==> src/hw/mem_pkg.sv <==
`default_nettype none

package mem_pkg;

    parameter int xlen   = 32;
    parameter int mask_w = xlen / 8;

    // address map
    parameter logic [xlen-1:0] timer_base = 32'h0000_8000;

    parameter logic [3:0] mtime_lo_off    = 4'h0;
    parameter logic [3:0] mtime_hi_off    = 4'h4;
    parameter logic [3:0] mtimecmp_lo_off = 4'h8;
    parameter logic [3:0] mtimecmp_hi_off = 4'hc;

    typedef enum logic [1:0] {
        idle       = 2'd0,
        wait_ready = 2'd1,
        wait_read  = 2'd2
    } arb_state_e;

    // replace the byte lanes of old_w that are set in m
    function automatic logic [xlen-1:0] merge_bytes(
        input logic [xlen-1:0]   old_w,
        input logic [xlen-1:0]   new_w,
        input logic [mask_w-1:0] m
    );
        logic [xlen-1:0] res;
        res = old_w;
        for (int i = 0; i < mask_w; i++) begin
            if (m[i]) begin
                res[8*i +: 8] = new_w[8*i +: 8];
            end
        end
        return res;
    endfunction

endpackage

`default_nettype wire
==> src/hw/machine_timer.sv <==
`timescale 1ns/10ps
`default_nettype none

module machine_timer (
    input  wire                         clk,
    input  wire                         rst_n,
    input  wire                         we,
    input  wire  [1:0]                  sel,
    input  wire  [mem_pkg::xlen-1:0]    wdata,
    input  wire  [mem_pkg::mask_w-1:0]  mask,
    output logic [mem_pkg::xlen-1:0]    rdata,
    output logic                        timer_irq
);

    import mem_pkg::*;

    localparam logic [1:0] sel_time_lo = mtime_lo_off[3:2];
    localparam logic [1:0] sel_time_hi = mtime_hi_off[3:2];
    localparam logic [1:0] sel_cmp_lo  = mtimecmp_lo_off[3:2];
    localparam logic [1:0] sel_cmp_hi  = mtimecmp_hi_off[3:2];

    logic [2*xlen-1:0] mtime;
    logic [2*xlen-1:0] mtimecmp;
    logic [2*xlen-1:0] mtime_inc;

    assign mtime_inc = mtime + 1'b1;

    always_ff @(posedge clk or negedge rst_n) begin
        if (!rst_n) begin
            mtime <= '0;
        end else if (we && sel == sel_time_lo) begin
            mtime <= {mtime_inc[2*xlen-1:xlen], merge_bytes(mtime[xlen-1:0], wdata, mask)};
        end else if (we && sel == sel_time_hi) begin
            mtime <= {merge_bytes(mtime[2*xlen-1:xlen], wdata, mask), mtime_inc[xlen-1:0]};
        end else begin
            mtime <= mtime_inc;
        end
    end

    always_ff @(posedge clk or negedge rst_n) begin
        if (!rst_n) begin
            mtimecmp <= '1; // irq off until software sets a compare
        end else if (we && sel == sel_cmp_lo) begin
            mtimecmp[xlen-1:0] <= merge_bytes(mtimecmp[xlen-1:0], wdata, mask);
        end else if (we && sel == sel_cmp_hi) begin
            mtimecmp[2*xlen-1:xlen] <= merge_bytes(mtimecmp[2*xlen-1:xlen], wdata, mask);
        end
    end

    always_ff @(posedge clk or negedge rst_n) begin
        if (!rst_n) begin
            timer_irq <= 1'b0;
        end else begin
            timer_irq <= (mtime >= mtimecmp);
        end
    end

    always_ff @(posedge clk) begin
        case (sel)
            sel_time_lo: rdata <= mtime[xlen-1:0];
            sel_time_hi: rdata <= mtime[2*xlen-1:xlen];
            sel_cmp_lo:  rdata <= mtimecmp[xlen-1:0];
            sel_cmp_hi:  rdata <= mtimecmp[2*xlen-1:xlen];
            default:     rdata <= '1;
        endcase
    end

endmodule

`default_nettype wire

==> config.mk <==
export PLATFORM = sky130hd
export DESIGN_NAME = machine_timer
export DESIGN_NICKNAME = d
export VERILOG_FILES = /design/src/hw/mem_pkg.sv /design/src/hw/machine_timer.sv
export SDC_FILE = /design/constraint.sdc
export NUM_CORES = 1
export LEC_CHECK = 0
export ABC_CLOCK_PERIOD_IN_PS = 2900
export BUFFER_PORTS_ARGS = -buffer_cell sky130_fd_sc_hd__buf_2
export CORE_ASPECT_RATIO = 0.5
export CORE_MARGIN = 4
export CORE_UTILIZATION = 25
export DETAILED_ROUTE_END_ITERATION = 16
export GPL_TIMING_DRIVEN = 1
export SYNTH_ARGS = -nofsm -noshare
export SYNTH_HDL_FRONTEND = slang
export SYNTH_SLANG_ARGS = --single-unit
==> constraint.sdc <==
create_clock -name clk -period 2.9 [get_ports clk]
set_clock_uncertainty 0.1 [all_clocks]
set_input_delay 0.58 -clock clk [delete_from_list [all_inputs] [get_ports clk]]
set_output_delay 0.58 -clock clk [all_outputs]
set_load 0.02 [all_outputs]
==> summary.md, run 1 <==
| Metric | Value |
|---|---|
| Worst r2r src | mtime[0] |
| Layout cells sized above 1 | about a third |
| Setup bufs post-CTS | 0 |
| Slowest cell on crit path | dfrtp_1 |
| Met3 Wirelength | between 1000 and 1500 um |
| Slowest cell delay on critical path | roughly 0.44 ns |
| Most frequent cell after synthesis | nor2_1 |
| Crit. End Element | register |
| Residual DRC | 0 |
| Slew @ Worst Pin | 0.655 ns |
| Final Max Tran Viols | 0 |
| Worst-path fanout max | 8 |
| Layout area overhead | 17.0% |
| Yosys warning total | 0 |
| Final ANT Viol Nets | 0 |
| Critical path's most frequent cell | and3_1 |
| Fin crit share | about nine tenths |
| Largest net degree at the start of global routing | 55 |
| Overall power | about 0.0083 W |
| TritonCTS clock tree | done |
| Kind of cell adding the most delay to the critical path | simple AND/OR/NAND/NOR gates |
| Crit path DAT | ~2.8 ns |
| CP startpoint | mtime[0] |
| Root Driver | clkbuf_16 |
| Grt ovf | 0 |
| Worst EP required | approximately 3.1 ns |
| All-layer global routing usage | between 10% and 20% |
| RSZ-0062 raised after global routing | no |
| Register area | between 3000 and 4000 um2 |
| Final setup TNS | 0 ns |
| Wire length per cell | ~19 um |
| Crit path cell chain | ha_1 -> and3_1 -> and3_1 -> buf_4 -> and3_1 -> nand4_1 -> o211ai_1 -> o311ai_0 |
| H-tree depth | 4 |
| Cells after Synth | 906 |
| Status | finished clean |
| Routed wl met2 | around 14000 um |
| PostCTS Resize Cnt | 0 |
| Insertion delay to the later sink of the worst-skew pair | 0.43 ns |
| DRT iter0 DRCs | between 700 and 800 |
| CTS Buf Count | 17 |
| Post-synthesis sequential area ratio | between 40% and 50% |
| Power density cells | 739 nW/um2 |
| Buf/Inv on CP | 1 |
| Yosys cell types | 79 |
| Global-route wire length before repair | ~44000 um |
| VDD IR max | ~410 uV |
| Number of flops mapped to enable cells by yosys | 0 |
| Diode count | 0 |
| CTS max path bufs | 2 |
| Avg Cell Area, Syn | roughly 11 um2 |
| DIE AREA | between 40000 and 50000 um2 |
| Core region area | 37500 um2 |
| Top cells by area, synth | dfstp_2 (18%), dfrtp_1 (17%), ha_1 (8.5%) |
| Hold-fix buffers, CTS | 0 |
| Metal1 wirelength | 11900 um |
| Row Count | 50 |
| Clock transition at path regs | 0.07 ns |
| CP Launch Type | register |
| Max-cap violations | 0 |
| GPL Wtd Cong | 0.898 |
| Nets | roughly 1100 |
| CP Class | register to register |
| Filler Cell Count | roughly 3900 |
| Initial antenna violation count | 0 |
| Clock Sinks | about 160 |
| Commonest cells in the netlist | nor2_1 (70), inv_1 (69), nand2_1 (69), dfrtp_1 (65), ha_1 (65) |
| I/O pins | between 70 and 80 |
| Die Wd | roughly 280 um |
| Top routing layer used | met4 |
| DIE HEIGHT | approximately 150 um |
| #FFs+latches synth | approximately 160 |
| Leak | between 4 and 5 nW |
| Period minus WS final | ~2.6 ns |
| Finish-stage setup viols | 0 |
| Synthesized area | approximately 9600 um2 |
| Vias in the first global route | between 7000 and 8000 |
| Dpl hpwl | 21400 um |
| Yosys top cell area share | roughly 18% |
| Ys flop type | dfrtp_1 |
| PortBufs | 73 |
| F_max | 385 MHz |
| Share of flip-flops with an asynchronous set or reset | roughly four fifths |
| Drt first pass iters | 5 |
| Initial cell density of the core | about 25% |
| Slew HR | between 50% and 60% |
| Post-DR vias/cell | roughly 5.1 |
| Drt total wl | roughly 28000 um |
| Dominant cell type by area after synthesis | dfstp_2 |
| Final Hold Viols | 0 |
| Worst min-delay path class | input port to asynchronous set/reset pin |
| Area of the multi-input gates | roughly 5200 um2 |
| Syn Nets | 1012 |
| Vias | roughly 7700 |
sequential cells by signal, summed over array words and instances, names as in the netlist:
name / count
rdata: 32
timer_irq: 1
mtime: 64
mtimecmp: 64
metal layers:
metal	GRT usage (%)	vias up
met5	0	-
met4	3.98	0
met3	2.17	32
met2	23.3	221
met1	17.4	3834
li1	-	3582
area by class of cell:
type                    instances  area share, %
clock buffers                  18           4.03
clock inverters                14           1.12
inverters                      69           2.32
multi-input cells             641           46.1
flip-flops and latches        161           35.3
well taps                     494           5.53
repair buffers                105           5.58
cells by family after synthesis:
family	count (synthesis)	share of synthesized area [%]
muxes	97	15.2
buffers and inverters	104	4.70
and+or+nand+nor	298	17.3
AOI/OAI and AO/OA	180	12.8
xor gates and xnor gates	1	0.0916
adders and majority gates	65	8.51
DFF	161	41.3
placed cells by master, fill, tap and decap left out, drive strengths merged, types with 4 or more instances in the layout:
| cell | instances |
|---|---|
| mux2 | 64 |
| and2 | 11 |
| nor3 | 27 |
| and3 | 23 |
| ha | 65 |
| nor2 | 70 |
| nand4 | 19 |
| dfxtp | 32 |
| nand2b | 4 |
| a311oi | 13 |
| o22ai | 4 |
| nor4 | 11 |
| a31oi | 4 |
| o211ai | 10 |
| nor2b | 5 |
| dfrtp | 65 |
| dfstp | 64 |
| mux4 | 32 |
| and4 | 9 |
| nand2 | 70 |
| a211o | 4 |
| a211oi | 29 |
| o221a | 5 |
| clkbuf | 18 |
| buf | 105 |
| clkinv | 6 |
| nand3 | 37 |
| inv | 75 |
| a21oi | 55 |
| o21ai | 25 |
power breakdown:
group / switching, W / leakage (nW) / total [W] / internal [W]
registers: 0.000555 / 1.67 / 0.00348 / 0.00292
clock network: 0.00101 / 0.289 / 0.00225 / 0.00124
logic: 0.00138 / 2.71 / 0.00254 / 0.00116
total: 0.00295 / 4.67 / 0.00827 / 0.00532
final timing paths:
check	end	slack (ns)	cells past startpoint
worst max register to register	mtime[50]	0.30	8
worst max-delay path	mtime[50]	0.30	8
worst min register to register	mtime[54]	0.48	1
max in group asynchronous	mtimecmp[58]	1.83	2
min in group clk	mtime[46]	0.34	2
worst min-delay path	mtime[4]	0.008	1
stage by stage:
step | hold WS [ns] | cells | cell area (um2) | utilization [%] | worst slack, ns
floorplan | 0.184 | 906 | 9560 | - | 0.631
global placement | 0.458 | 1470 | 10600 | 28.3 | 0.381
detailed placement | 0.466 | 1470 | 10600 | 28.3 | 0.379
CTS | 0.0219 | 1502 | 11200 | 29.8 | 0.349
global route | 0.0416 | 1502 | 11200 | 29.8 | 0.112
finish | 0.00757 | 1502 | 11200 | 29.8 | 0.303
(Power assumes the default switching activity.)
==> inputs of run 2 (changes only) <==
CORE_ASPECT_RATIO = not set   (was 0.5)
==> summary.md, run 2 (synthesized netlist as in run 1, its figures left out) <==
| Metric | Value |
|---|---|
| Layout cells sized above 1 | 32.9% (-0.098 points) |
| Final setup margin | 0.189 ns (-0.114 ns) |
| Reg2Reg Depth | 8 (unchanged) |
| GPL Wtd Cong | 0.915 (+1.9%) |
| Hold Worst Slack | 0.0439 ns (+0.0363 ns) |
| Crit. End Element | register |
| Final Max Tran Viols | 0 (unchanged) |
| Slew @ Worst Pin | 0.595 ns (-0.0603 ns) |
| DIE HEIGHT | 204 um (+39%) |
| Reg-to-reg endpoint | mtime[50] |
| Regs by FF count | mtime (64), mtimecmp (64), rdata (32) |
| Diode count | 0 (unchanged) |
| Most common library cell in the layout ignoring fill and taps | buf_2 |
| Slowest cell on crit path | dfrtp_1 |
| Period minus WS final | 2.71 ns (+0.114 ns) |
| Metal1 wirelength | 13300 um (+11%) |
| Dpl hpwl | 22700 um (+5.9%) |
| Vias in the first global route | 7791 (+3.8%) |
| P_int | 0.00545 W (+2.5%) |
| Routed wl met2 | 13800 um (-1.7%) |
| Sw Share | 35.0% (-0.62 points) |
| Worst r2r src | mtime[0] |
| Final setup TNS | 0 ns (unchanged) |
| Worst min-delay path class | input port to asynchronous set/reset pin |
| Commonest cells after routing, fill and taps aside | buf_2 (72), nor2_1 (70), inv_1 (69), nand2_1 (69) |
| H-tree depth | 4 (unchanged) |
| Grt ovf | 0 (unchanged) |
| Die Wd | 204 um (-28%) |
| Placed instance count | 1490 (+1.4%) |
| Final Hold Viols | 0 (unchanged) |
| Wire length per cell | 19.3 um (+3.8%) |
| Buf/Inv on CP | 1 (unchanged) |
| Leak | 4.68 nW (+0.27%) |
| Post-DR vias/cell | 5.11 (about the same) |
| Vias | 7775 (+1.4%) |
| Worst EP required | 3.10 ns (about the same) |
| Crit path cell chain | ha_1 -> and3_1 -> and3_1 -> buf_4 -> and3_1 -> nand4_1 -> o211ai_1 -> o311ai_0 |
| Nets | 1104 (+0.27%) |
| Drt total wl | 29400 um (+5.2%) |
| Finish-stage setup viols | 0 (unchanged) |
| Drt first pass iters | 6 (+1) |
| Switching Power | 0.00294 W (-0.22%) |
| Worst-path fanout max | 8 (unchanged) |
| Met3 Wirelength | 1820 um (+34%) |
| CTS Buf Count | 17 (unchanged) |
| Top routing layer used | met4 |
| Layout area overhead | 17.8% |
| PostCTS Resize Cnt | 0 (unchanged) |
| Residual DRC | 0 (unchanged) |
| Initial antenna violation count | 1 (+1) |
| Slowest cell delay on critical path | 0.44 ns (about the same) |
| Clock Sinks | 161 (unchanged) |
| Initial cell density of the core | 25.4% (-0.088 points) |
| Reg2Reg Setup Slack | 0.19 ns (-0.11 ns) |
| Power density cells | 746 nW/um2 (+0.88%) |
| Post-route insts no fill | 1522 (+1.3%) |
| Register area | 3950 um2 (unchanged) |
| Slew HR | 60.3% (+4.4 points) |
| Dpl ws | 0.297 ns (-0.0822 ns) |
| Share of power burned in registers | 41.6% (-0.4 points) |
| All-layer global routing usage | 14.2% (+0.76 points) |
| Area of the multi-input gates | 5160 um2 (unchanged) |
| Max-cap violations | 0 (unchanged) |
| Status | finished clean |
| Clock transition at path regs | 0.07 ns (about the same) |
| Placed Area | 10700 um2 (+0.38%) |
| RSZ-0062 raised after global routing | no |
| F_max | 369 MHz (-4.2%) |
| Crit path DAT | 2.91 ns (+0.12 ns) |
| Insertion delay to the later sink of the worst-skew pair | 0.44 ns (about the same) |
| Largest net degree at the start of global routing | 64 (+16%) |
| Filler Cell Count | 3903 (+0.85%) |
| Global-route wire length before repair | 45900 um (+4.0%) |
| Setup bufs post-CTS | 0 (unchanged) |
| DIE AREA | 41400 um2 (-0.46%) |
| Row Count | 71 (+42%) |
| I/O pins | 74 (unchanged) |
| Kind of cell adding the most delay to the critical path | simple AND/OR/NAND/NOR gates |
| Final instance area | 11300 um2 (+0.65%) |
| TritonCTS clock tree | done |
| VDD IR max | 344 uV (-15%) |
| CP Launch Type | register |
| Combinational Power Share | 30.3% (-0.4 points) |
| Final ANT Viol Nets | 0 (unchanged) |
| Hold-fix buffers, CTS | 0 (unchanged) |
| PortBufs | 73 (unchanged) |
| Root Driver | clkbuf_16 |
| DRT iter0 DRCs | 691 (-6.4%) |
| Clock power share | 28.1% (+0.8 points) |
| Fin crit share | 93.5% (+3.9 points) |
| CTS max path bufs | 2 (unchanged) |
| Core region area | 37700 um2 (+0.35%) |
| CP Class | register to register |
| Critical path's most frequent cell | and3_1 |
-- run 2: per-stage QoR --
stage / utilization (%) / total power, W
3_5_place_dp: 28.3 / 0.00606
2_1_floorplan: - / 0.00507
6_report: 29.9 / 0.00839
4_1_cts: 29.9 / 0.00846
3_3_place_gp: 28.3 / 0.00601
5_1_grt: 29.9 / 0.00895
-- run 2: cell type report --
| type | count | share of cell area, % |
|---|---|---|
| Timing Repair Buffer | 108 | 5.71 |
| Tap cell | 511 | 5.68 |
| Clock buffer | 22 | 4.32 |
| Sequential cell | 161 | 35.1 |
| Inverter | 69 | 2.30 |
| Clock inverter | 10 | 1.08 |
| Multi-Input combinational cell | 641 | 45.8 |
-- run 2: worst reg2reg max path, stage by stage, from the launching register on --
cell and delay (ns):
dfrtp_1 0.44, ha_1 0.23, and3_1 0.23, and3_1 0.29
buf_4 0.21, and3_1 0.34, nand4_1 0.32, o211ai_1 0.26
o311ai_0 0.14
-- run 2: power groups by stage --
stage | combinational, W | sequential [W] | clock [W]
4_1_cts | 0.00256 | 0.00350 | 0.00241
2_1_floorplan | 0.00158 | 0.00349 | 0
6_report | 0.00254 | 0.00349 | 0.00236
5_1_grt | 0.00286 | 0.00358 | 0.00251
3_5_place_dp | 0.00253 | 0.00353 | 0
3_3_place_gp | 0.00250 | 0.00351 | 0
-- run 2: how the worst max path moves through the flow --
stage               startpoint         to  slack (ns)  depth (start not counted)
floorplan               sel[0]  mtime[13]        0.63                          8
global placement      mtime[0]  mtime[50]        0.29                          8
detailed placement    mtime[0]  mtime[50]        0.30                          8
CTS                   mtime[0]  mtime[50]        0.26                          8
global route          mtime[0]  mtime[50]        0.11                          8
finish                mtime[0]  mtime[50]        0.19                          8
-- run 2: metal layers --
metal | vias to the layer above | track usage, %
met5 | - | 0
met4 | 0 | 3.71
met3 | 42 | 2.83
met2 | 300 | 22.6
met1 | 3863 | 19.9
li1 | 3570 | -
