<file path="src/hw/mem_pkg.sv">
`default_nettype none

package mem_pkg;

    parameter int xlen   = 32;
    parameter int mask_w = xlen / 8;

    // address map
    parameter logic [xlen-1:0] timer_base = 32'h0000_8000;

    parameter logic [3:0] mtime_lo_off    = 4'h0;
    parameter logic [3:0] mtime_hi_off    = 4'h4;
    parameter logic [3:0] mtimecmp_lo_off = 4'h8;
    parameter logic [3:0] mtimecmp_hi_off = 4'hc;

    typedef enum logic [1:0] {
        idle       = 2'd0,
        wait_ready = 2'd1,
        wait_read  = 2'd2
    } arb_state_e;

    // replace the byte lanes of old_w that are set in m
    function automatic logic [xlen-1:0] merge_bytes(
        input logic [xlen-1:0]   old_w,
        input logic [xlen-1:0]   new_w,
        input logic [mask_w-1:0] m
    );
        logic [xlen-1:0] res;
        res = old_w;
        for (int i = 0; i < mask_w; i++) begin
            if (m[i]) begin
                res[8*i +: 8] = new_w[8*i +: 8];
            end
        end
        return res;
    endfunction

endpackage

`default_nettype wire
</file>
<file path="src/hw/mem_map_ctrl.sv">
`timescale 1ns/10ps
`default_nettype none

module mem_map_ctrl #(
    parameter int RAM_WORDS = 2048
) (
    input  wire                             clk,
    input  wire                             rst_n,

    input  wire                             mem_cmd_start,
    input  wire                             mem_cmd_write,
    output logic                            mem_cmd_ready,
    input  wire  [mem_pkg::xlen-1:0]        mem_addr,
    input  wire  [mem_pkg::xlen-1:0]        mem_wdata,
    input  wire  [mem_pkg::mask_w-1:0]      mem_wmask,
    output logic [mem_pkg::xlen-1:0]        mem_rdata,
    output logic                            mem_rdata_valid,

    output logic                            ram_en,
    output logic                            ram_we,
    output logic [$clog2(RAM_WORDS)-1:0]    ram_addr,
    output logic [mem_pkg::xlen-1:0]        ram_wdata,
    output logic [mem_pkg::mask_w-1:0]      ram_mask,
    input  wire  [mem_pkg::xlen-1:0]        ram_rdata,

    output logic                            tmr_we,
    output logic [1:0]                      tmr_sel,
    output logic [mem_pkg::xlen-1:0]        tmr_wdata,
    output logic [mem_pkg::mask_w-1:0]      tmr_mask,
    input  wire  [mem_pkg::xlen-1:0]        tmr_rdata
);

    import mem_pkg::*;

    localparam int aw = $clog2(RAM_WORDS);

    logic accept;
    logic ram_hit;
    logic tmr_hit;
    logic bus_up;   // ready from the first cycle after reset
    logic rd_ram;   // target of the outstanding read
    logic rd_tmr;

    assign accept  = mem_cmd_start && mem_cmd_ready;
    assign ram_hit = (mem_addr >> (aw + 2)) == '0;
    assign tmr_hit = mem_addr[xlen-1:4] == timer_base[xlen-1:4];

    // byte offset to timer register index
    always_comb begin
        case ({mem_addr[3:2], 2'b00})
            mtime_lo_off:    tmr_sel = 2'd0;
            mtime_hi_off:    tmr_sel = 2'd1;
            mtimecmp_lo_off: tmr_sel = 2'd2;
            mtimecmp_hi_off: tmr_sel = 2'd3;
            default:         tmr_sel = 2'd0;
        endcase
    end

    assign ram_en    = accept && ram_hit;
    assign ram_we    = mem_cmd_write;
    assign ram_addr  = mem_addr[aw+1:2]; // low two bits ignored
    assign ram_wdata = mem_wdata;
    assign ram_mask  = mem_wmask;

    assign tmr_we    = accept && mem_cmd_write && tmr_hit;
    assign tmr_wdata = mem_wdata;
    assign tmr_mask  = mem_wmask;

    always_ff @(posedge clk or negedge rst_n) begin
        if (!rst_n) begin
            bus_up          <= 1'b0;
            mem_rdata_valid <= 1'b0;
            rd_ram          <= 1'b0;
            rd_tmr          <= 1'b0;
        end else begin
            bus_up          <= 1'b1;
            mem_rdata_valid <= accept && !mem_cmd_write;
            rd_ram          <= accept && !mem_cmd_write && ram_hit;
            rd_tmr          <= accept && !mem_cmd_write && tmr_hit;
        end
    end

    // reads finish in one cycle so ready stays up once the bus is running
    assign mem_cmd_ready = bus_up;
    assign mem_rdata     = rd_ram ? ram_rdata : (rd_tmr ? tmr_rdata : '1); // unmapped

    a_start_ready: assert property (@(posedge clk) disable iff (!rst_n)
        mem_cmd_start |-> mem_cmd_ready)
        else $error("bus command offered while not ready");

endmodule

`default_nettype wire

</file>
<file path="config.mk">
export PLATFORM = sky130hd
export DESIGN_NAME = mem_map_ctrl
export DESIGN_NICKNAME = d
export VERILOG_FILES = /design/src/hw/mem_pkg.sv /design/src/hw/mem_map_ctrl.sv
export SDC_FILE = /design/constraint.sdc
export NUM_CORES = 1
export LEC_CHECK = 0
export ABC_AREA = 1
export BUFFER_PORTS_ARGS = -buffer_cell sky130_fd_sc_hd__buf_2
export CORE_AREA = 2 2 100 102
export DETAILED_ROUTE_END_ITERATION = 7
export DIE_AREA = 0 0 102 104
export PLACE_DENSITY = 0.61
export SYNTH_ARGS = -nofsm -noshare
export SYNTH_HDL_FRONTEND = slang
export SYNTH_SLANG_ARGS = --single-unit
</file>
<file path="constraint.sdc">
create_clock -name clk -period 1.47 [get_ports clk]
set_clock_uncertainty 0.1 [all_clocks]
set_input_delay 0.2205 -clock clk [delete_from_list [all_inputs] [get_ports clk]]
set_output_delay 0.2205 -clock clk [all_outputs]
set_load 0.02 [all_outputs]
</file>
==> metrics, run 1 <==
outcome=finished with violations; failing checks=setup timing; Hold WC Path Type=primary input to flop; Comb pwr share=0.355; final period demand of the worst path=1610 ps; number of flops mapped to enable cells by yosys=0; Final ANT Viol Nets=0; dpl cell area=1620 um2; critical path endpoint category=primary output; Worst Setup Start Kind=flop; Post-Layout Cell Count=428; initial antenna violation count=0; top_reg_cell synth=dfrtp_1; mapped cell area=1360 um2; post-DP HPWL=3.12 mm; final setup margin=-144 ps; Seq/Total Area, Yosys=0.0735; total internal power=410 uW; Post-Syn Instances=237; area leader, netlist=buf_4; die width=102 um; Layout Nets=432; vias in the first global route=1243; CP max FO=6; routability-driven placement congestion ratio=0.635; fin crit share=1.10; Root Driver=clkbuf_8; top cells by count, synth=84 x buf_4, 48 x nor2_1, 41 x nand2_1; total power=565 uW; via-per-instance ratio=3.52; Design Area, Final=2010 um2; DP Cell Count=420; Clock Sinks=4; PortBufs=141; starting density of the core=0.143; GRT Util Overall=0.0623; share of cells above drive strength 1=0.644; Remaining DRCs=0; Hold Worst Slack=211 ps; top cells by area, synth=buf_4 46%, nor2_1 13%, nand2_1 11%, o21ai_0 8.1%, dfrtp_1 7.4%; Clk pwr share=0.442; switching share of total power=0.275; worst path arrival time=1290 ps; Die H=104 um; via count=1506; die area=10600 um2; Worst-path clk slew=30 ps; CTS tree=done; count leader, synth=buf_4; H-tree levels=1; leakage=0.000904 uW; post-synthesis net count=373; pwr dens=281 nW/um2; Yosys top cell area share=0.463; Max rail drop VDD=225 uV; Syn Area/Cell=5.74 um2; yosys warns=0; TritonCTS buffer count=3; first-pass GRT wire length=5.31 mm; P&R area growth vs syn=47.6%; buffer levels on the longest clock path=2; # diodes=0; average wire per standard cell=9.80 um; clock insertion delay at the later pin of the skew report=220 ps; core box area=9550 um2; GR Overflow Total=0; WL final=4.20 mm; Reg power frac=0.203; Final Setup Violations=32; Yosys reg bits=4; Fmax=0.620 GHz; post-synth cell types=16; kind of critical path=flop to primary output; required time of the critical path=1150 ps; largest net degree at the start of global routing=44; Max Slew Vio Count=0; RSZ-0062 raised after global routing=yes; Row Count=36; TritonRoute pass-1 iters=4; P_sw=156 uW; Final Hold Vio Count=0; Starting DRT DRC Count=41; fraction of registers with async set or reset after synthesis=1.00; post-layout util=0.210; I/O pin total=258; maxcap violations=0
[layer usage]
layer  wire, um  track usage  share of wire
met1       1600       0.0602           0.38
met2       1960        0.116           0.47
met3        616       0.0323           0.15
met4         22       0.0133         0.0052
met5          0            0              0
[critical path, stage by stage, from the launching register on]
cell      delay [ps]
dfrtp_1          390
clkinv_4         120
buf_12           140
nor2_1            50
o21ai_1          180
buf_4            180
[final timing paths]
path / from / to / slack (ps) / cells after the start
max: rd_tmr / mem_rdata[9] / -140 / 5
min: mem_cmd_write / mem_rdata_valid / 210 / 3
max reg2reg: mem_cmd_ready / rd_tmr / 370 / 3
min reg2reg: mem_cmd_ready / mem_rdata_valid / 570 / 3
max in group asynchronous: rst_n / rd_ram / 880 / 2
min in group asynchronous: rst_n / rd_tmr / 260 / 2
[what timing repair did]
| action | 4_1_cts | 5_1_grt |
|---|---|---|
| endpoints found under the hold margin | 4 | 0 |
| resized for setup | 52 | 55 |
| setup buffers | 0 | 0 |
| setup endpoints to repair | 32 | 33 |
| pin swaps | 0 | 6 |
| hold buffers | 1 | 0 |
| cloned | 0 | 3 |
[power by group through the flow]
stage	logic, uW	registers, uW	clock network, uW
after CTS	188	115	258
final	201	115	250
after floorplan	357	119	0
after detailed placement	184	116	0
after global placement	184	116	0
after global routing	222	115	272
[cell type report]
type,instances,area [um2]
Inverter,5,23.8
Timing Repair Buffer,150,976
Clock buffer,4,45.0
Multi-Input combinational cell,132,697
Fill cell,1087,7540
Tap cell,133,166
Sequential cell,4,101
[flip-flops by register name, indices dropped and copies added, names as in the netlist]
register         count
mem_cmd_ready        1
mem_rdata_valid      1
rd_ram               1
rd_tmr               1
[kinds of logic after synthesis]
group | share of synthesized area
flops | 0.0735
buf+inv | 0.519
compound gates | 0.118
simple gates | 0.287
other cells | 0.00275
[through the flow]
step	setup WS, ps	setup TNS (ps)
after floorplan	15.3	0
after global placement	79.6	0
after detailed placement	65.3	0
after CTS	-104	-1460
after global routing	-196	-4240
final	-144	-1800
[cell usage in the layout (no fill, tap or decap)]
cell,n
buf_4,27
buf_8,1
inv_1,4
nor2_2,16
conb_1,1
nor2_4,10
nand2_1,39
or2_2,1
nor2_1,24
dfrtp_2,1
clkbuf_1,1
nand2_2,2
dlygate4sd3_1,1
buf_2,109
buf_6,6
nand3_1,3
clkbuf_8,3
o21ai_1,26
dfrtp_1,3
nor3_1,1
buf_12,3
nor3_2,1
o21ai_2,6
clkinv_4,1
or2_1,2
clkbuf_16,3
Note: power is estimated with default switching activity, not from simulation.
==> inputs of run 2 (changes only) <==
--- a/config.mk
+++ b/config.mk
@@ -7,10 +7,11 @@
 export LEC_CHECK = 0
 export ABC_AREA = 1
 export BUFFER_PORTS_ARGS = -buffer_cell sky130_fd_sc_hd__buf_2
-export CORE_AREA = 2 2 100 102
+export CORE_AREA = 2 2 101 103
+export CTS_BUF_LIST = sky130_fd_sc_hd__clkbuf_8
 export DETAILED_ROUTE_END_ITERATION = 7
-export DIE_AREA = 0 0 102 104
-export PLACE_DENSITY = 0.61
+export DIE_AREA = 0 0 103 105
+export PLACE_DENSITY = 0.6
 export SYNTH_ARGS = -nofsm -noshare
 export SYNTH_HDL_FRONTEND = slang
 export SYNTH_SLANG_ARGS = --single-unit
==> run 2 against run 1 <==
Compared with the run above: the run still ends with setup timing left; count of clock-buffer cells in the layout down 1; flip-flop and latch count unchanged; combinational power up 3%; critical endpoint is now mem_rdata[15].
==> metrics, run 2 (synthesis gave the netlist of run 1 again) <==
kind of critical path=flop to primary output (unchanged); Remaining DRCs=0 (unchanged); Max Slew Vio Count=0 (unchanged); first-pass GRT wire length=5.56 mm (was 5.31 mm); buffer levels on the longest clock path=2 (unchanged); PortBufs=141 (unchanged); CTS tree=done (unchanged); pwr dens=273 nW/um2 (was 281 nW/um2); TritonRoute pass-1 iters=2 (was 4); starting density of the core=0.141 (was 0.143); P&R area growth vs syn=50.6% (was 47.6%); critical path endpoint category=primary output (unchanged); vias in the first global route=1334 (was 1243); largest net degree at the start of global routing=34 (was 44); postcts setup bufs=0 (unchanged); core box area=9640 um2 (was 9550 um2); fillcell total=1104 (was 1087); commonest non-fill, non-tap cell in the layout=buf_2 (unchanged); Die H=105 um (was 104 um); # diodes=0 (unchanged); met3 WL post-DR=618 um (was 616 um); Post-Layout Cell Count=427 (was 428); Max Used Layer=met4 (unchanged); GRT Util Overall=0.0640 (was 0.0623); Starting DRT DRC Count=15 (was 41); fin crit share=1.05 (was 1.10); total internal power=402 uW (was 410 uW); CP max FO=8 (was 6); Final Hold Vio Count=0 (unchanged); clock insertion delay at the later pin of the skew report=220 ps (about the same); Final Setup Violations=32 (unchanged); final setup margin=-70.1 ps (was -144 ps); RSZ-0062 raised after global routing=yes (unchanged); failing checks=setup timing (unchanged); via-per-instance ratio=3.57 (was 3.52); commonest non-fill, non-tap cells in the layout=109 x buf_2, 40 x nand2_1, 24 x buf_4 (was 109 x buf_2, 39 x nand2_1, 27 x buf_4); final period demand of the worst path=1540 ps (was 1610 ps); worst path arrival time=1220 ps (was 1290 ps); Comb pwr share=0.371 (was 0.355); leakage=0.000914 uW (was 0.000904 uW); Max rail drop VDD=424 uV (was 225 uV); I/O pin total=258 (unchanged); Metal-1 WL=1.64 mm (was 1.60 mm); Worst-path clk slew=40 ps (was 30 ps); multi-input logic area=732 um2 (was 697 um2); Reg power frac=0.205 (was 0.203); die width=103 um (was 102 um); Clk pwr share=0.424 (was 0.442); maxcap violations=0 (unchanged); average wire per standard cell=10.9 um (was 9.80 um); Hold WC Path Type=primary input to flop (unchanged); Fmax=0.649 GHz (was 0.620 GHz); met2 wire length=2.39 mm (was 1.96 mm); Worst Setup Start Kind=flop (unchanged); Final ANT Viol Nets=0 (unchanged); post-DP HPWL=3.40 mm (was 3.12 mm); via count=1525 (was 1506); share of cells above drive strength 1=0.673 (was 0.644); Root Driver=clkbuf_8 (unchanged); DP Cell Count=419 (was 420); initial antenna violation count=0 (unchanged); H-tree levels=1 (unchanged); TritonCTS buffer count=3 (unchanged); routability-driven placement congestion ratio=0.645 (was 0.635); switching share of total power=0.280 (was 0.275); FF/Latch Area=101 um2 (unchanged); Row Count=36 (unchanged); P_sw=157 uW (was 156 uW); WL final=4.65 mm (was 4.20 mm); GR Overflow Total=0 (unchanged); Layout Nets=431 (was 432); Hold Worst Slack=216 ps (was 211 ps); required time of the critical path=1150 ps (about the same); Clock Sinks=4 (unchanged); die area=10800 um2 (was 10600 um2); outcome=finished with violations (unchanged)
[run 2: cell types whose count changed in the layout (fill, tap and decap cells not counted), sizes merged]
cell / change
inv: +1
clkbuf: -1
buf: -1
[run 2: critical path: stages (launching register included)]
cell and delay [ps]:
dfrtp_1 390, clkinv_4 120, clkbuf_16 180, nor2_2 40, o21ai_1 120, buf_4 160
[run 2: final cells by class]
cell class	count	area share
timing repair buffer	149	0.479
sequential	4	0.0495
multi-input combinational	132	0.357
clock buffer	3	0.0201
clock inverter	1	0.00183
inverter	5	0.0116
tap	133	0.0812
[run 2: worst paths after layout]
kind | from | endpoint | slack [ps] | cells past startpoint
min in group asynchronous | rst_n | mem_cmd_ready | 230 | 2
max reg2reg | mem_cmd_ready | rd_tmr | 350 | 3
min reg2reg | mem_cmd_ready | rd_ram | 570 | 3
max | rd_tmr | mem_rdata[15] | -70 | 5
min | mem_cmd_write | rd_ram | 220 | 3
max in group asynchronous | rst_n | rd_ram | 900 | 2
[run 2: power groups by stage]
stage | clock network, uW | registers [uW] | logic, uW
CTS | 246 | 115 | 191
global placement | 0 | 116 | 186
floorplan | 0 | 119 | 357
detailed placement | 0 | 116 | 188
global route | 255 | 115 | 227
finish | 237 | 115 | 208
[run 2: what timing repair did]
item,4_1_cts,5_1_grt
endpoints found under the setup margin,32,33
cloned,0,3
pin swaps,0,5
gates resized for setup,55,63
hold buffers,1,0
endpoints found under the hold margin,4,0
[run 2: per-layer routing]
layer / global-route usage / vias up
li1: - / 760
met1: 0.0575 / 634
met2: 0.120 / 129
met3: 0.0388 / 2
met4: 0.0122 / 0
met5: 0 / -
[run 2: metrics by stage]
step / area, um2 / power [uW] / setup TNS (ps) / setup WS (ps) / util
after floorplan: 1360 / 476 / 0 / 15.3 / -
after global placement: 1630 / 302 / 0 / 44.9 / 0.169
after detailed placement: 1630 / 304 / 0 / 51.6 / 0.169
after CTS: 1770 / 551 / -687 / -69.5 / 0.183
after global routing: 2050 / 597 / -3330 / -132 / 0.213
final: 2050 / 559 / -1310 / -70.1 / 0.213
==> inputs of run 3 (changes only) <==
--- a/config.mk
+++ b/config.mk
@@ -11,7 +11,7 @@
 export CTS_BUF_LIST = sky130_fd_sc_hd__clkbuf_8
 export DETAILED_ROUTE_END_ITERATION = 7
 export DIE_AREA = 0 0 103 105
-export PLACE_DENSITY = 0.6
+export PLACE_DENSITY = 0.58
 export SYNTH_ARGS = -nofsm -noshare
 export SYNTH_HDL_FRONTEND = slang
 export SYNTH_SLANG_ARGS = --single-unit
==> run 3 against run 2 <==
Compared with the run above: the run still ends with setup timing left; die area unchanged; fmax decreased by 1.2%; cell area decreased by 5.1%; critical path depth shrank 2; routed wire length grew 7.8%; sequential power is essentially flat; hold slack worse by 7.1 ps; sequential share of layout area increased by 0.27 points; flip-flop and latch count unchanged; critical endpoint is now mem_rdata[7]; largest cell class unchanged.
==> metrics, run 3 (synthesis gave the netlist of run 1 again) <==
outcome=finished with violations (unchanged); failing checks=setup timing (unchanged); Layout Nets=434 (was 431); TritonCTS buffer count=3 (unchanged); Final Hold Vio Count=0 (unchanged); die area=10800 um2 (unchanged); CP Cell Sequence=clkbuf_16, o21ai_0, buf_2 (was clkinv_4, clkbuf_16, nor2_2, o21ai_1, buf_4); CP max FO=8 (unchanged); share of cells above drive strength 1=0.579 (was 0.673); commonest non-fill, non-tap cell in the layout=buf_2 (unchanged); Critical path buffers and inverters=2 (was 3); Max rail drop VDD=315 uV (was 424 uV); pwr dens=282 nW/um2 (was 273 nW/um2); Worst Setup Start Kind=flop (unchanged); die width=103 um (unchanged); Starting DRT DRC Count=32 (was 15); WL final=5.01 mm (was 4.65 mm); critical path endpoint category=primary output (unchanged); required time of the critical path=1150 ps (about the same); I/O pin total=258 (unchanged); Remaining DRCs=0 (unchanged); PortBufs=141 (unchanged); GRT Util Overall=0.0594 (was 0.0640); fillcell total=1106 (was 1104); first-pass GRT wire length=5.24 mm (was 5.56 mm); crit-path leading delay family=flip-flops (was buffers and inverters); kind of critical path=flop to primary output (unchanged); critical path's slowest cell=dfrtp_2 (was dfrtp_1); H-tree levels=1 (unchanged); Worst-path clk slew=40 ps (about the same); via-per-instance ratio=3.62 (was 3.57); Final Setup Violations=32 (unchanged); Placement Setup Slack=70.0 ps (was 51.6 ps); Root Driver=clkbuf_8 (unchanged); routability-driven placement congestion ratio=0.646 (was 0.645); GR Overflow Total=0 (unchanged); Design Area, Final=1940 um2 (was 2050 um2); fin crit share=1.06 (was 1.05); postcts setup bufs=0 (unchanged); max incr delay on CP=480 ps (was 390 ps); CTS tree=done (unchanged); via count=1558 (was 1525); TritonRoute pass-1 iters=4 (was 2); leakage=0.000917 uW (was 0.000914 uW); RSZ-0062 raised after global routing=yes (unchanged); vias in the first global route=1247 (was 1334); Max Slew Vio Count=0 (unchanged); Final ANT Viol Nets=0 (unchanged); dpl cell area=1590 um2 (was 1630 um2); final period demand of the worst path=1560 ps (was 1540 ps); worst path arrival time=1240 ps (was 1220 ps); core box area=9640 um2 (unchanged); starting density of the core=0.141 (unchanged); average wire per standard cell=11.7 um (was 10.9 um); Row Count=36 (unchanged); commonest non-fill, non-tap cells in the layout=111 x buf_2, 41 x nand2_1, 40 x nor2_1 (was 109 x buf_2, 40 x nand2_1, 24 x buf_4); Hold WC Path Type=primary input to flop (unchanged); Fmax=0.642 GHz (was 0.649 GHz); P&R area growth vs syn=42.8% (was 50.6%); maxcap violations=0 (unchanged); post-DP HPWL=3.20 mm (was 3.40 mm); buffer levels on the longest clock path=2 (unchanged); clock insertion delay at the later pin of the skew report=220 ps (about the same); Die H=105 um (unchanged); largest net degree at the start of global routing=65 (was 34); initial antenna violation count=0 (unchanged); final setup margin=-88.8 ps (was -70.1 ps); Clock Sinks=4 (unchanged); # diodes=0 (unchanged)
-- run 3: cell count changes in the layout (fill, tap and decap cells not counted), sizes merged --
cell / change
clkbuf: +1
buf: +2
-- run 3: metrics by stage --
stage          power [uW]  instances  hold WS (ps)   util  setup TNS, ps
2_1_floorplan         476        237          -175      -              0
3_3_place_gp          301        418         -67.2  0.165              0
3_5_place_dp          304        418         -66.1  0.165              0
4_1_cts               556        423           201  0.178          -1080
5_1_grt               588        430           212  0.202          -3610
6_report              548        430           208  0.202          -1730
-- run 3: power breakdown --
| group | switching [uW] | internal, uW | total (uW) |
|---|---|---|---|
| Sequential | 1.25 | 113 | 115 |
| Clock | 61.0 | 178 | 239 |
| Combinational | 85.2 | 109 | 195 |
-- run 3: layer usage --
| metal | routed length, um | up-vias | part of all wire | GRT usage |
|---|---|---|---|---|
| met5 | 0 | - | 0 | 0 |
| met4 | 9 | 0 | 0.0018 | 0.0141 |
| li1 | - | 767 | - | - |
| met1 | 1900 | 646 | 0.38 | 0.0555 |
| met3 | 675 | 2 | 0.13 | 0.0395 |
| met2 | 2430 | 143 | 0.48 | 0.105 |
-- run 3: worst min-delay path, delay by kind of cell --
family	cells	cell delay, ps
buffers and inverters	1	100
and+or+nand+nor	2	170
-- run 3: worst paths after layout --
kind / slack, ps / start / endpoint / cells past startpoint
min in group asynchronous: 230 / rst_n / mem_cmd_ready / 2
worst max register to register: 360 / mem_cmd_ready / rd_tmr / 3
max in group asynchronous: 900 / rst_n / mem_rdata_valid / 2
worst max-delay path: -90 / rd_ram / mem_rdata[7] / 3
worst min-delay path: 210 / mem_cmd_write / rd_ram / 3
worst min register to register: 560 / mem_cmd_ready / rd_ram / 3
-- run 3: what timing repair did --
action | in CTS | in global routing
resized for setup | 44 | 32
setup endpoints to repair | 32 | 33
cloned | 0 | 7
pin swaps | 0 | 5
hold endpoints to repair | 4 | 0
hold buffers | 1 | 0
-- run 3: area by class of cell --
| type | instances | area (um2) | area share |
|---|---|---|---|
| Timing Repair Buffer | 152 | 995 | 0.512 |
| Clock inverter | 1 | 3.75 | 0.00193 |
| Sequential cell | 4 | 101 | 0.0521 |
| Tap cell | 133 | 166 | 0.0856 |
| Inverter | 5 | 23.8 | 0.0122 |
| Multi-Input combinational cell | 132 | 613 | 0.315 |
| Clock buffer | 3 | 41.3 | 0.0212 |
