==> src/hw/mem_pkg.sv <==
`default_nettype none

package mem_pkg;

    parameter int xlen   = 32;
    parameter int mask_w = xlen / 8;

    // address map
    parameter logic [xlen-1:0] timer_base = 32'h0000_8000;

    parameter logic [3:0] mtime_lo_off    = 4'h0;
    parameter logic [3:0] mtime_hi_off    = 4'h4;
    parameter logic [3:0] mtimecmp_lo_off = 4'h8;
    parameter logic [3:0] mtimecmp_hi_off = 4'hc;

    typedef enum logic [1:0] {
        idle       = 2'd0,
        wait_ready = 2'd1,
        wait_read  = 2'd2
    } arb_state_e;

    // replace the byte lanes of old_w that are set in m
    function automatic logic [xlen-1:0] merge_bytes(
        input logic [xlen-1:0]   old_w,
        input logic [xlen-1:0]   new_w,
        input logic [mask_w-1:0] m
    );
        logic [xlen-1:0] res;
        res = old_w;
        for (int i = 0; i < mask_w; i++) begin
            if (m[i]) begin
                res[8*i +: 8] = new_w[8*i +: 8];
            end
        end
        return res;
    endfunction

endpackage

`default_nettype wire
==> src/hw/mem_port_arbiter.sv <==
`timescale 1ns/10ps
`default_nettype none

module mem_port_arbiter (
    input  wire                          clk,
    input  wire                          rst_n,

    input  wire                          inst_start,
    output logic                         inst_ready,
    input  wire  [mem_pkg::xlen-1:0]     i_addr,
    output logic [mem_pkg::xlen-1:0]     inst,
    output logic                         inst_valid,

    input  wire                          d_cmd_start,
    input  wire                          d_cmd_write,
    output logic                         d_cmd_ready,
    input  wire  [mem_pkg::xlen-1:0]     d_addr,
    input  wire  [mem_pkg::xlen-1:0]     wdata,
    input  wire  [mem_pkg::mask_w-1:0]   wmask,
    output logic [mem_pkg::xlen-1:0]     rdata,
    output logic                         rdata_valid,

    output logic                         mem_cmd_start,
    output logic                         mem_cmd_write,
    input  wire                          mem_cmd_ready,
    output logic [mem_pkg::xlen-1:0]     mem_addr,
    output logic [mem_pkg::xlen-1:0]     mem_wdata,
    output logic [mem_pkg::mask_w-1:0]   mem_wmask,
    input  wire  [mem_pkg::xlen-1:0]     mem_rdata,
    input  wire                          mem_rdata_valid
);

    import mem_pkg::*;

    arb_state_e state;
    logic is_fetch;   // current bus owner
    logic pend_d;     // saved data command not yet issued

    logic [xlen-1:0]   i_addr_q;
    logic              d_write_q;
    logic [xlen-1:0]   d_addr_q;
    logic [xlen-1:0]   wdata_q;
    logic [mask_w-1:0] wmask_q;
    logic [xlen-1:0]   inst_q;
    logic [xlen-1:0]   rdata_q;

    logic direct_write;
    logic ret_fetch;
    logic ret_data;
    logic queued_write;

    assign inst_ready  = (state == idle);
    assign d_cmd_ready = (state == idle);

    // a lone write goes straight to the bus
    assign direct_write = (state == idle) && d_cmd_start && d_cmd_write && !inst_start
                          && mem_cmd_ready;

    assign ret_fetch    = (state == wait_read) && mem_rdata_valid && is_fetch;
    assign ret_data     = (state == wait_read) && mem_rdata_valid && !is_fetch;
    assign queued_write = ret_fetch && pend_d && d_write_q && mem_cmd_ready;

    assign inst_valid  = ret_fetch;
    assign rdata_valid = ret_data;
    assign inst        = ret_fetch ? mem_rdata : inst_q;
    assign rdata       = ret_data ? mem_rdata : rdata_q;

    always_comb begin
        mem_cmd_start = 1'b0;
        mem_cmd_write = 1'b0;
        mem_addr      = d_addr_q;
        case (state)
            idle: begin
                mem_cmd_start = direct_write;
                mem_cmd_write = d_cmd_write;
                mem_addr      = d_addr;
            end
            wait_ready: begin
                mem_cmd_start = mem_cmd_ready;
                mem_cmd_write = !is_fetch && d_write_q;
                mem_addr      = is_fetch ? i_addr_q : d_addr_q;
            end
            wait_read: begin
                mem_cmd_start = queued_write; // store behind a fetch
                mem_cmd_write = 1'b1;
            end
            default: begin
                mem_cmd_start = 1'b0;
            end
        endcase
    end

    assign mem_wdata = (state == idle) ? wdata : wdata_q;
    assign mem_wmask = (state == idle) ? wmask : wmask_q;

    always_ff @(posedge clk or negedge rst_n) begin
        if (!rst_n) begin
            state    <= idle;
            is_fetch <= 1'b0;
            pend_d   <= 1'b0;
        end else begin
            case (state)
                idle: begin
                    if (inst_start) begin
                        is_fetch <= 1'b1;
                        pend_d   <= d_cmd_start; // fetch wins, data waits
                        state    <= wait_ready;
                    end else if (d_cmd_start) begin
                        is_fetch <= 1'b0;
                        if (!direct_write) begin
                            pend_d <= 1'b1;
                            state  <= wait_ready;
                        end
                    end
                end
                wait_ready: begin
                    if (mem_cmd_ready) begin
                        if (!is_fetch) begin
                            pend_d <= 1'b0;
                        end
                        if (is_fetch || !d_write_q) begin
                            state <= wait_read;
                        end else begin
                            state <= idle;
                        end
                    end
                end
                wait_read: begin
                    if (mem_rdata_valid) begin
                        if (is_fetch && pend_d) begin
                            is_fetch <= 1'b0;
                            if (queued_write) begin
                                pend_d <= 1'b0;
                                state  <= idle;
                            end else begin
                                state <= wait_ready; // queued read or bus busy
                            end
                        end else begin
                            state <= idle;
                        end
                    end
                end
                default: begin
                    state <= idle;
                end
            endcase
        end
    end

    always_ff @(posedge clk) begin
        if (state == idle && inst_start) begin
            i_addr_q <= i_addr;
        end
        if (state == idle && d_cmd_start) begin
            d_write_q <= d_cmd_write;
            d_addr_q  <= d_addr;
            wdata_q   <= wdata;
            wmask_q   <= wmask;
        end
        if (ret_fetch) begin
            inst_q <= mem_rdata;
        end
        if (ret_data) begin
            rdata_q <= mem_rdata;
        end
    end

    // the bus only answers reads the arbiter is waiting for
    a_no_ret_idle: assert property (@(posedge clk) disable iff (!rst_n)
        (state == idle) |-> !mem_rdata_valid)
        else $error("read data returned while arbiter idle");

    // fetch latency through arbiter and map controller
    a_fetch_lat: assert property (@(posedge clk) disable iff (!rst_n)
        (inst_start && inst_ready) |-> ##2 (inst_valid && !rdata_valid))
        else $error("fetch not answered two cycles after acceptance");

endmodule

`default_nettype wire

==> config.mk <==
export PLATFORM = sky130hd
export DESIGN_NAME = mem_port_arbiter
export DESIGN_NICKNAME = d
export VERILOG_FILES = /design/src/hw/mem_pkg.sv /design/src/hw/mem_port_arbiter.sv
export SDC_FILE = /design/constraint.sdc
export NUM_CORES = 1
export LEC_CHECK = 0
export BUFFER_PORTS_ARGS = -buffer_cell sky130_fd_sc_hd__buf_2
export CAP_MARGIN = 25
export CORE_AREA = 2 2 130 132
export CTS_CLUSTER_SIZE = 14
export DETAILED_ROUTE_END_ITERATION = 10
export DIE_AREA = 0 0 132 134
export GPL_ROUTABILITY_DRIVEN = 1
export PLACE_DENSITY = 0.75
export SYNTH_ARGS = -nofsm -noshare
export SYNTH_HDL_FRONTEND = slang
export SYNTH_SLANG_ARGS = --single-unit
==> constraint.sdc <==
create_clock -name clk -period 2.95 [get_ports clk]
set_input_delay 0.1475 -clock clk [delete_from_list [all_inputs] [get_ports clk]]
set_output_delay 0.1475 -clock clk [all_outputs]
set_load 0.01 [all_outputs]
==> results by group, run 1 <==
Detailed routing
  • DRC: 0
  • Routed WL: 19800 µm
  • Vias per cell: 4.83
  • Drt wl/cell: 16.7 µm
  • First-pass DRT Iterations: 4
  • First DRT Iteration DRCs: 258
  • Vias: 5706
  • DRT antenna net count: 0

CTS
  • Bufs on Longest Clock Path: 2
  • Cts hold-fix bufs: 134
  • Total CTS buffers: 17
  • Number of H-tree levels: 4
  • Clk Tree Root Cell: clkbuf_16
  • CTS Sinks: 169
  • Post-CTS Setup Bufs: 0
  • Clock Pin Slew Worst Setup and Hold Paths: 0.06 ns
  • Worst-Skew Late Latency: 0.42 ns
  • CTS tree: yes
  • Number of gates resized after cts: 0

Synthesis
  • Largest family of logic cells by synthesized area: multiplexers
  • Mapped Cells: 538
  • Simple-gate area share of the yosys netlist: 10.7%
  • Ys Warns: 0
  • Cell area after synthesis: 7020 µm²
  • Syn nets: 682
  • Syn avg cell area: 13.0 µm²
  • Post-Synth Adder-Cell Area: 0.892%
  • Sequential fraction of the synthesis area: 62.9%
  • Yosys top cell area share: 43.2%
  • Unique masters post-synth: 36
  • Mux cell area share after synthesis: 18.1%
  • Synth Area in Compound Gates: 4.40%
  • Post-Synth XOR/XNOR Area: 0%
  • Synth Register Bits: 169
  • Synth area leader: edfxtp_1
  • Dominant cells by area after synthesis: edfxtp_1, dfxtp_1, mux2_2

Die
  • IO Count: 277
  • Die Y: 134 µm
  • Rows: 47
  • Die width: 132 µm
  • Core box area: 16300 µm²
  • Starting density of the core: 43.1%
  • Die Area: 17700 µm²

Worst setup path
  • Largest stage delay, worst path: 0.50 ns
  • Kind of critical path: flop to output port
  • Crit start category: flop
  • FF-to-FF End: inst_q[18]
  • Crit-path slowest cell: nand3_4
  • CP top delay family: buffers and inverters
  • Worst-path fanout max: 28
  • Worst-path cell chain: inv_1 > ha_1 > nand3_4 > buf_4 > mux2_4 > buf_2
  • Crit. End Element: output port
  • Critical Path RT: 2.80 ns
  • Buf/Inv on CP: 3
  • Critical Path AT: 2.64 ns
  • R2R Setup Slk: 0.76 ns
  • R2R cell count: 5
  • Worst r2r src: state[0]

GRT
  • First-pass GRT wire length: 30600 µm
  • Gr usage total: 22.0%
  • Grt ovf: 0
  • Initial antenna violation count: 0
  • Largest net degree at the start of global routing: 56
  • Vias in the first global route: 5930

Timing
  • RSZ-0062 raised after global routing: false
  • Clk_skew: 0.00699 ns
  • Slew headroom: 50.5%
  • TNS Setup: 0 ns
  • Fmax: 0.359 GHz
  • Final Max Slew Viols: 0
  • Slew at the pin closest to its max-slew limit: 0.742 ns
  • Period utilization: 94.5%
  • Final hold violation count: 0
  • Final setup fails: 0
  • Final Critical Period: 2.79 ns

Pwr
  • Power Total: 0.0103 W
  • PwrDens: 982 nW/µm²
  • VDD IR-drop max: 0.620 mV
  • Leak: 4.81 nW

Finish
  • Ant diodes: 0
  • Proportion of layout cells with a drive suffix above 1: 44.3%
  • Area Overhead vs Synth: 49.9%
  • # fillers: 1146
  • Final Non-Filler Cells: 1181
  • Final instance area: 10500 µm²
  • Finished Core Util: 64.6%
  • Fin nets: 1092

Placement
  • DP HPWL: 11700 µm
  • Placer Congestion: 0.759
  • PortBufs: 276
  • Inst Count DP: 1015
  • Placed cell area: 8590 µm²

Status
  • Run status: complete, no violations

Hold path
  • Hold Crit Class: input pin to asynchronous set/reset pin

Job
  • Max-cap violations: 0
metrics by stage:
step,hold WS [ns],worst slack [ns]
after floorplan,-0.148,0.489
after global placement,-0.0389,0.659
after detailed placement,-0.0422,0.609
after CTS,0.0533,0.150
after global routing,0.0641,0.00576
final,0.0561,0.162
worst max path at each step:
stage | startpoint | end | slack, ns | cells after the start
detailed placement | state[0] | inst[11] | 0.61 | 6
CTS | state[0] | inst[2] | 0.15 | 6
global route | state[0] | inst[15] | 0.006 | 6
finish | state[0] | inst[12] | 0.16 | 6
floorplan | state[1] | mem_cmd_start | 0.49 | 5
global placement | state[0] | inst[18] | 0.66 | 6
power breakdown:
part	leakage [nW]	switching, W	total (W)	internal, W
combinational	2.99	0.00253	0.00460	0.00207
sequential	1.53	0.000237	0.00355	0.00331
clock	0.296	0.000944	0.00218	0.00124
layout make-up:
type | instances | area [µm²] | area share, %
Multi-Input combinational cell | 332 | 2400 | 22.8
Timing Repair Buffer | 422 | 2830 | 26.9
Inverter | 6 | 22.5 | 0.214
Tap cell | 220 | 275 | 2.62
Clock inverter | 11 | 78.8 | 0.749
Clock buffer | 21 | 504 | 4.79
Sequential cell | 169 | 4410 | 42.0
flip-flops by register name, summed over array words and instances, names as in the netlist:
signal	flops
d_addr_q	32
i_addr_q	32
inst_q	32
rdata_q	32
wdata_q	32
wmask_q	4
state	2
d_write_q	1
is_fetch	1
pend_d	1
synthesized netlist by cell type:
cell type and number:
nand2_1 161, edfxtp_1 101, mux2_2 72, dfxtp_1 64, a22oi_1 32, mux2_4 29
buf_2 12, buf_4 7, inv_1 6, ha_1 5, buf_1 4, buf_6 4
dfrtp_1 4, nand2b_1 4, nand3_1 4, nor2_1 4, and2_1 3, clkbuf_1 3
a21oi_1 2, a221oi_1 1, a311oi_1 1, a32o_1 1, a41oi_1 1, and2b_1 1
clkbuf_2 1, mux2_1 1, mux2i_1 1, nand3_2 1, nand3_4 1, nand3b_2 1
nand4_1 1, nor3b_1 1, o211ai_2 1, o21ai_0 1, o21ai_1 1, or3b_1 1
logic make-up (layout without fill, tap and decap cells):
group / Yosys count / count (layout)
fa+ha+maj: 5 / 5
buf+inv: 37 / 460
compound gates: 41 / 41
mux: 103 / 103
flops: 169 / 169
simple gates: 183 / 183
routing by layer:
metal / part of all wire (%) / global-route usage (%) / up-vias
met5: 0 / 0 / -
li1: - / - / 2728
met4: 1.9 / 7.31 / 0
met2: 51 / 39.8 / 237
met1: 40 / 25.1 / 2707
met3: 6.8 / 6.39 / 34
placed cells by master (no fill, tap or decap), types with 7 or more instances in the layout:
master         synthesis  layout
a22oi_1               32      32
buf_2                 12     276
buf_4                  7      11
clkbuf_16              0      20
dfxtp_1               64      64
dlygate4sd3_1          0     134
edfxtp_1             101     101
inv_1                  6       7
mux2_2                72      72
mux2_4                29      29
nand2_1              161     161
Power figures use the tool's default switching activity.
==> inputs of run 2 (changes only) <==
--- a/config.mk
+++ b/config.mk
@@ -7,12 +7,13 @@
 export LEC_CHECK = 0
 export BUFFER_PORTS_ARGS = -buffer_cell sky130_fd_sc_hd__buf_2
 export CAP_MARGIN = 25
-export CORE_AREA = 2 2 130 132
+export CORE_AREA = 2 2 120 122
 export CTS_CLUSTER_SIZE = 14
 export DETAILED_ROUTE_END_ITERATION = 10
-export DIE_AREA = 0 0 132 134
+export DIE_AREA = 0 0 122 124
 export GPL_ROUTABILITY_DRIVEN = 1
-export PLACE_DENSITY = 0.75
+export GPL_TIMING_DRIVEN = 1
+export PLACE_DENSITY = 0.83
 export SYNTH_ARGS = -nofsm -noshare
 export SYNTH_HDL_FRONTEND = slang
 export SYNTH_SLANG_ARGS = --single-unit
==> constraint.sdc (replaced) <==
create_clock -name clk -period 3.35 [get_ports clk]
set_input_delay 0.1675 -clock clk [delete_from_list [all_inputs] [get_ports clk]]
set_output_delay 0.1675 -clock clk [all_outputs]
set_load 0.01 [all_outputs]
==> run 2 against run 1 <==
  * Non-clock buffer count shrank 3
  * Register-to-register slack gained 0.27 ns
  * Critical path depth shrank 1
  * Largest cell class unchanged
  * Largest power group unchanged
==> results by group, run 2 (synthesis results as in run 1) <==
Status
  • Run status: complete, no violations

CTS
  • Worst-Skew Late Latency: 0.43 ns
  • Total CTS buffers: 17
  • CTS tree: yes
  • CTS Sinks: 169
  • Bufs on Longest Clock Path: 2
  • Clock Pin Slew Worst Setup and Hold Paths: 0.06 ns
  • Number of H-tree levels: 4
  • Number of gates resized after cts: 0
  • Clk Tree Root Cell: clkbuf_16

Die
  • Die Area: 15100 µm²
  • Core box area: 13700 µm²
  • IO Count: 277
  • Die Y: 124 µm
  • Rows: 43
  • Die width: 122 µm
  • Starting density of the core: 51.1%

Timing
  • TNS Setup: 0 ns
  • RSZ-0062 raised after global routing: false
  • Worst Slack Setup Final: 0.441 ns
  • Final Critical Period: 2.91 ns
  • Clk_skew: 0.0112 ns
  • Fmax: 0.344 GHz
  • Slew headroom: 43.1%
  • Final Max Slew Viols: 0
  • Final setup fails: 0
  • Period utilization: 86.8%
  • Final hold violation count: 0
  • Slew at the pin closest to its max-slew limit: 0.852 ns

Pwr
  • VDD IR-drop max: 0.716 mV
  • Int Power: 0.00581 W
  • Power share of the sequential group: 34.5%
  • Leak: 4.79 nW
  • NetSw: 0.00330 W
  • Comb pwr share: 44.6%
  • PwrDens: 873 nW/µm²
  • Share of power burned in the clock network: 20.9%
  • Sw Share: 36.2%

Job
  • Max-cap violations: 0

Finish
  • Area Overhead vs Synth: 48.7%
  • Fin nets: 1089
  • Proportion of layout cells with a drive suffix above 1: 44.2%
  • Commonest non-fill, non-tap cell in the layout: buf_2
  • Most frequent cells in the layout: buf_2, nand2_1, dlygate4sd3_1, edfxtp_1, mux2_2

Worst setup path
  • Worst-path fanout max: 48
  • Worst-path cell chain: inv_1 > ha_2 > buf_4 > mux2_2 > buf_2
  • Critical Path RT: 3.18 ns
  • Crit start category: flop
  • Kind of critical path: flop to output port
  • R2R cell count: 4
  • Buf/Inv on CP: 3
  • Crit path to: mem_wdata[22]
  • Worst r2r src: state[1]
  • R2R Setup Slk: 1.03 ns
  • Crit. Startpoint: state[1]
  • Largest stage delay, worst path: 0.59 ns
  • CP Depth: 5
  • CP top delay family: buffers and inverters
  • Crit. End Element: output port
  • FF-to-FF End: wdata_q[31]
  • Critical Path AT: 2.74 ns
  • Crit-path slowest cell: buf_4

GRT
  • Grt ovf: 0
  • Gr usage total: 27.2%
  • Largest net degree at the start of global routing: 62
  • Initial antenna violation count: 1
  • First-pass GRT wire length: 31000 µm
  • Vias in the first global route: 6057

Detailed routing
  • First-pass DRT Iterations: 5
  • Drt wl/cell: 18.2 µm
  • DRC: 0
  • Vias: 5938
  • DRT antenna net count: 0
  • Routed WL: 20700 µm
  • Vias per cell: 5.21
  • First DRT Iteration DRCs: 467

Placement
  • DP HPWL: 11700 µm
  • PortBufs: 276
  • Place WS: 0.896 ns
  • Placer Congestion: 0.801

Hold path
  • Hold Crit Class: input pin to asynchronous set/reset pin
[run 2: changes by cell type in the layout (fill, tap and decap cells not counted)]
cell       previous run  this run
diode_2               0         1
clkinv_2              2         1
buf_4                11         8
clkbuf_1              1         2
clkbuf_8              0         2
bufinv_16             0         1
inv_1                 7         6
inv_6                 4         5
clkbuf_16            20        17
[run 2: worst register-to-register path, stage by stage (launching register included)]
cell and delay (ns):
dfrtp_1 0.43, inv_1 0.13, ha_2 0.58, and2_2 0.46, buf_12 0.32
[run 2: power by group through the flow]
stage          Clock [W]  Combinational (W)  Sequential (W)
2_1_floorplan          0            0.00252         0.00310
6_report         0.00190            0.00406         0.00314
5_1_grt          0.00202            0.00439         0.00319
3_5_place_dp           0            0.00381         0.00315
3_3_place_gp           0            0.00374         0.00312
4_1_cts          0.00192            0.00397         0.00312
[run 2: metrics by stage]
| stage | util, % | power [W] | cells | instance area (µm²) | hold WS (ns) |
|---|---|---|---|---|---|
| after floorplan | - | 0.00562 | 538 | 7020 | -0.128 |
| after global placement | 62.1 | 0.00687 | 972 | 8520 | -0.0199 |
| after detailed placement | 62.1 | 0.00696 | 972 | 8520 | -0.0204 |
| after CTS | 76.0 | 0.00901 | 1138 | 10400 | 0.0720 |
| after global routing | 76.1 | 0.00960 | 1139 | 10400 | 0.102 |
| final | 76.1 | 0.00910 | 1139 | 10400 | 0.112 |
[run 2: how the worst min path moves through the flow]
stage / depth (start not counted) / end / start
floorplan: 0 / is_fetch / rst_n
global placement: 1 / is_fetch / rst_n
detailed placement: 1 / pend_d / rst_n
CTS: 2 / state[1] / rst_n
global route: 2 / pend_d / rst_n
finish: 2 / pend_d / rst_n
[run 2: cell type report]
class | count | area [µm²]
clock inverters | 11 | 109
flip-flops and latches | 169 | 4410
clock buffers | 21 | 460
well taps | 180 | 225
repair buffers | 419 | 2800
inverters | 6 | 22.5
diodes | 1 | 2.50
multi-input cells | 332 | 2400
fillers | 807 | 3290
[run 2: layer usage]
metal	share of wire (%)	up-vias	global-route usage, %
met5	0	-	0
met4	3.5	0	13.2
met3	8.2	70	9.16
met2	52	325	47.4
met1	36	2822	29.7
li1	-	2721	-
[run 2: repair_timing]
action | CTS | global route
hold endpoints to repair | 164 | 0
buffers inserted | 0 | 0
hold buffers | 134 | 0
==> inputs of run 3 (changes only) <==
--- a/config.mk
+++ b/config.mk
@@ -13,6 +13,7 @@
 export DIE_AREA = 0 0 122 124
 export GPL_ROUTABILITY_DRIVEN = 1
 export GPL_TIMING_DRIVEN = 1
+export MAX_ROUTING_LAYER = met4
 export PLACE_DENSITY = 0.83
 export SYNTH_ARGS = -nofsm -noshare
 export SYNTH_HDL_FRONTEND = slang
==> constraint.sdc (replaced) <==
create_clock -name clk -period 3.35 [get_ports clk]
set_input_delay 0.1675 -clock clk [delete_from_list [all_inputs] [get_ports clk]]
set_output_delay 0.1675 -clock clk [all_outputs]
set_load 0.1 [all_outputs]
==> run 3 against run 2 <==
  * Final cell count decreased by 1.3%
  * Final area is 3.9% higher
  * Register-to-register slack better by 0.09 ns
  * First-iteration DRC count is 2.1% lower
  * Sequential share of layout area is 1.6 points lower
  * Critical path depth increased by 1
  * Core utilization grew 3.0 points
  * Via count unchanged
==> results by group, run 3 (synthesis results as in run 1) <==
Timing
  • Period utilization: 88.0%
  • Final Critical Period: 2.95 ns
  • Fmax: 0.339 GHz
  • Clk_skew: 0.00595 ns
  • Slew at the pin closest to its max-slew limit: 0.599 ns
  • Final hold violation count: 0
  • Slew headroom: 60.0%
  • RSZ-0062 raised after global routing: false
  • Final setup fails: 0
  • Final Max Slew Viols: 0

Finish
  • Area Overhead vs Synth: 54.5%
  • Commonest non-fill, non-tap cell in the layout: buf_2
  • Fin nets: 1074
  • Proportion of layout cells with a drive suffix above 1: 45.4%
  • Most frequent cells in the layout: buf_2, nand2_1, dlygate4sd3_1, edfxtp_1, mux2_2
  • Final instance area: 10800 µm²

Die
  • IO Count: 277
  • Starting density of the core: 51.1%
  • Core box area: 13700 µm²
  • Rows: 43
  • Die Area: 15100 µm²
  • Die width: 122 µm
  • Die Y: 124 µm

Hold path
  • Hold Crit Class: input pin to flop

CTS
  • Number of gates resized after cts: 0
  • Clock Pin Slew Worst Setup and Hold Paths: 0.07 ns
  • CTS tree: yes
  • Bufs on Longest Clock Path: 2
  • Cts hold-fix bufs: 116
  • Worst-Skew Late Latency: 0.42 ns
  • Total CTS buffers: 17
  • CTS Sinks: 169
  • Number of H-tree levels: 4
  • Post-CTS Setup Bufs: 0
  • Clk Tree Root Cell: clkbuf_16

Worst setup path
  • Worst-path fanout max: 22
  • Critical Path RT: 3.18 ns
  • Critical Path AT: 2.78 ns
  • Crit start category: flop
  • Kind of critical path: flop to output port
  • Crit. End Element: output port

Job
  • Max-cap violations: 0

Detailed routing
  • Routed WL: 21600 µm
  • Vias: 5938
  • DRT antenna net count: 0
  • DRC: 0
  • First DRT Iteration DRCs: 457
  • Vias per cell: 5.28
  • Drt wl/cell: 19.2 µm
  • First-pass DRT Iterations: 5

GRT
  • Gr usage total: 29.3%
  • Vias in the first global route: 6286
  • Grt ovf: 0
  • Largest net degree at the start of global routing: 52
  • Initial antenna violation count: 1
  • First-pass GRT wire length: 32100 µm

Status
  • Run status: complete, no violations

Placement
  • Placed cell area: 9100 µm²
  • DP HPWL: 12300 µm
  • Placer Congestion: 0.837
  • PortBufs: 276
run 3: cell types whose count changed in the layout (fill, tap and decap cells not counted), moves of 2 or more:
| cell | change |
|---|---|
| buf_2 | -37 |
| buf_12 | +36 |
| dlygate4sd3_1 | -18 |
| buf_4 | +4 |
| inv_6 | -4 |
| clkbuf_16 | +2 |
run 3: path summary, 6_finish.rpt:
kind / from / end / slack [ns] / cells after the start
worst min-delay path: mem_rdata[10] / inst_q[10] / 0.02 / 2
min in group asynchronous: rst_n / pend_d / 0.11 / 2
max in group asynchronous: rst_n / is_fetch / 3.12 / 2
worst max-delay path: state[0] / inst[27] / 0.40 / 6
worst min register to register: inst_q[20] / inst_q[20] / 0.48 / 1
worst max register to register: state[1] / i_addr_q[13] / 1.12 / 5
run 3: per-layer routing:
| metal | part of all wire, % | global-route usage (%) | vias up |
|---|---|---|---|
| met5 | 0 | - | - |
| met4 | 4.5 | 15.2 | 0 |
| met3 | 7.8 | 7.46 | 84 |
| met2 | 52 | 51.7 | 345 |
| met1 | 36 | 30.1 | 2820 |
| li1 | - | - | 2689 |
run 3: layout make-up:
| type | instances | area, µm² |
|---|---|---|
| clock buffer | 24 | 524 |
| antenna | 1 | 2.50 |
| tap | 180 | 225 |
| clock inverter | 8 | 55.1 |
| multi-input combinational | 332 | 2410 |
| inverter | 6 | 22.5 |
| sequential | 169 | 4410 |
| fill | 722 | 2880 |
| timing repair buffer | 404 | 3190 |
run 3: worst max-delay path, stage by stage, from the launching register on:
cell     delay [ns]
dfrtp_1        0.42
inv_1          0.10
ha_1           0.40
nand3_4        0.42
buf_4          0.35
mux2_4         0.22
buf_2          0.43
run 3: through the flow:
step / setup TNS (ns) / hold WS (ns) / setup WS [ns] / cells / util, %
after floorplan: -0.0592 / -0.128 / -0.0592 / 538 / -
after detailed placement: 0 / -0.0212 / 0.865 / 975 / 66.3
after global placement: 0 / -0.0246 / 0.910 / 975 / 66.3
after global routing: 0 / 0.00400 / 0.278 / 1124 / 79.0
final: 0 / 0.0160 / 0.403 / 1124 / 79.0
after CTS: 0 / 0.00227 / 0.381 / 1123 / 79.0
Power of run 3 is left out: the tool's default activity adds up to more than one toggle a clock period on the data nets, which glitch-free logic cannot reach.
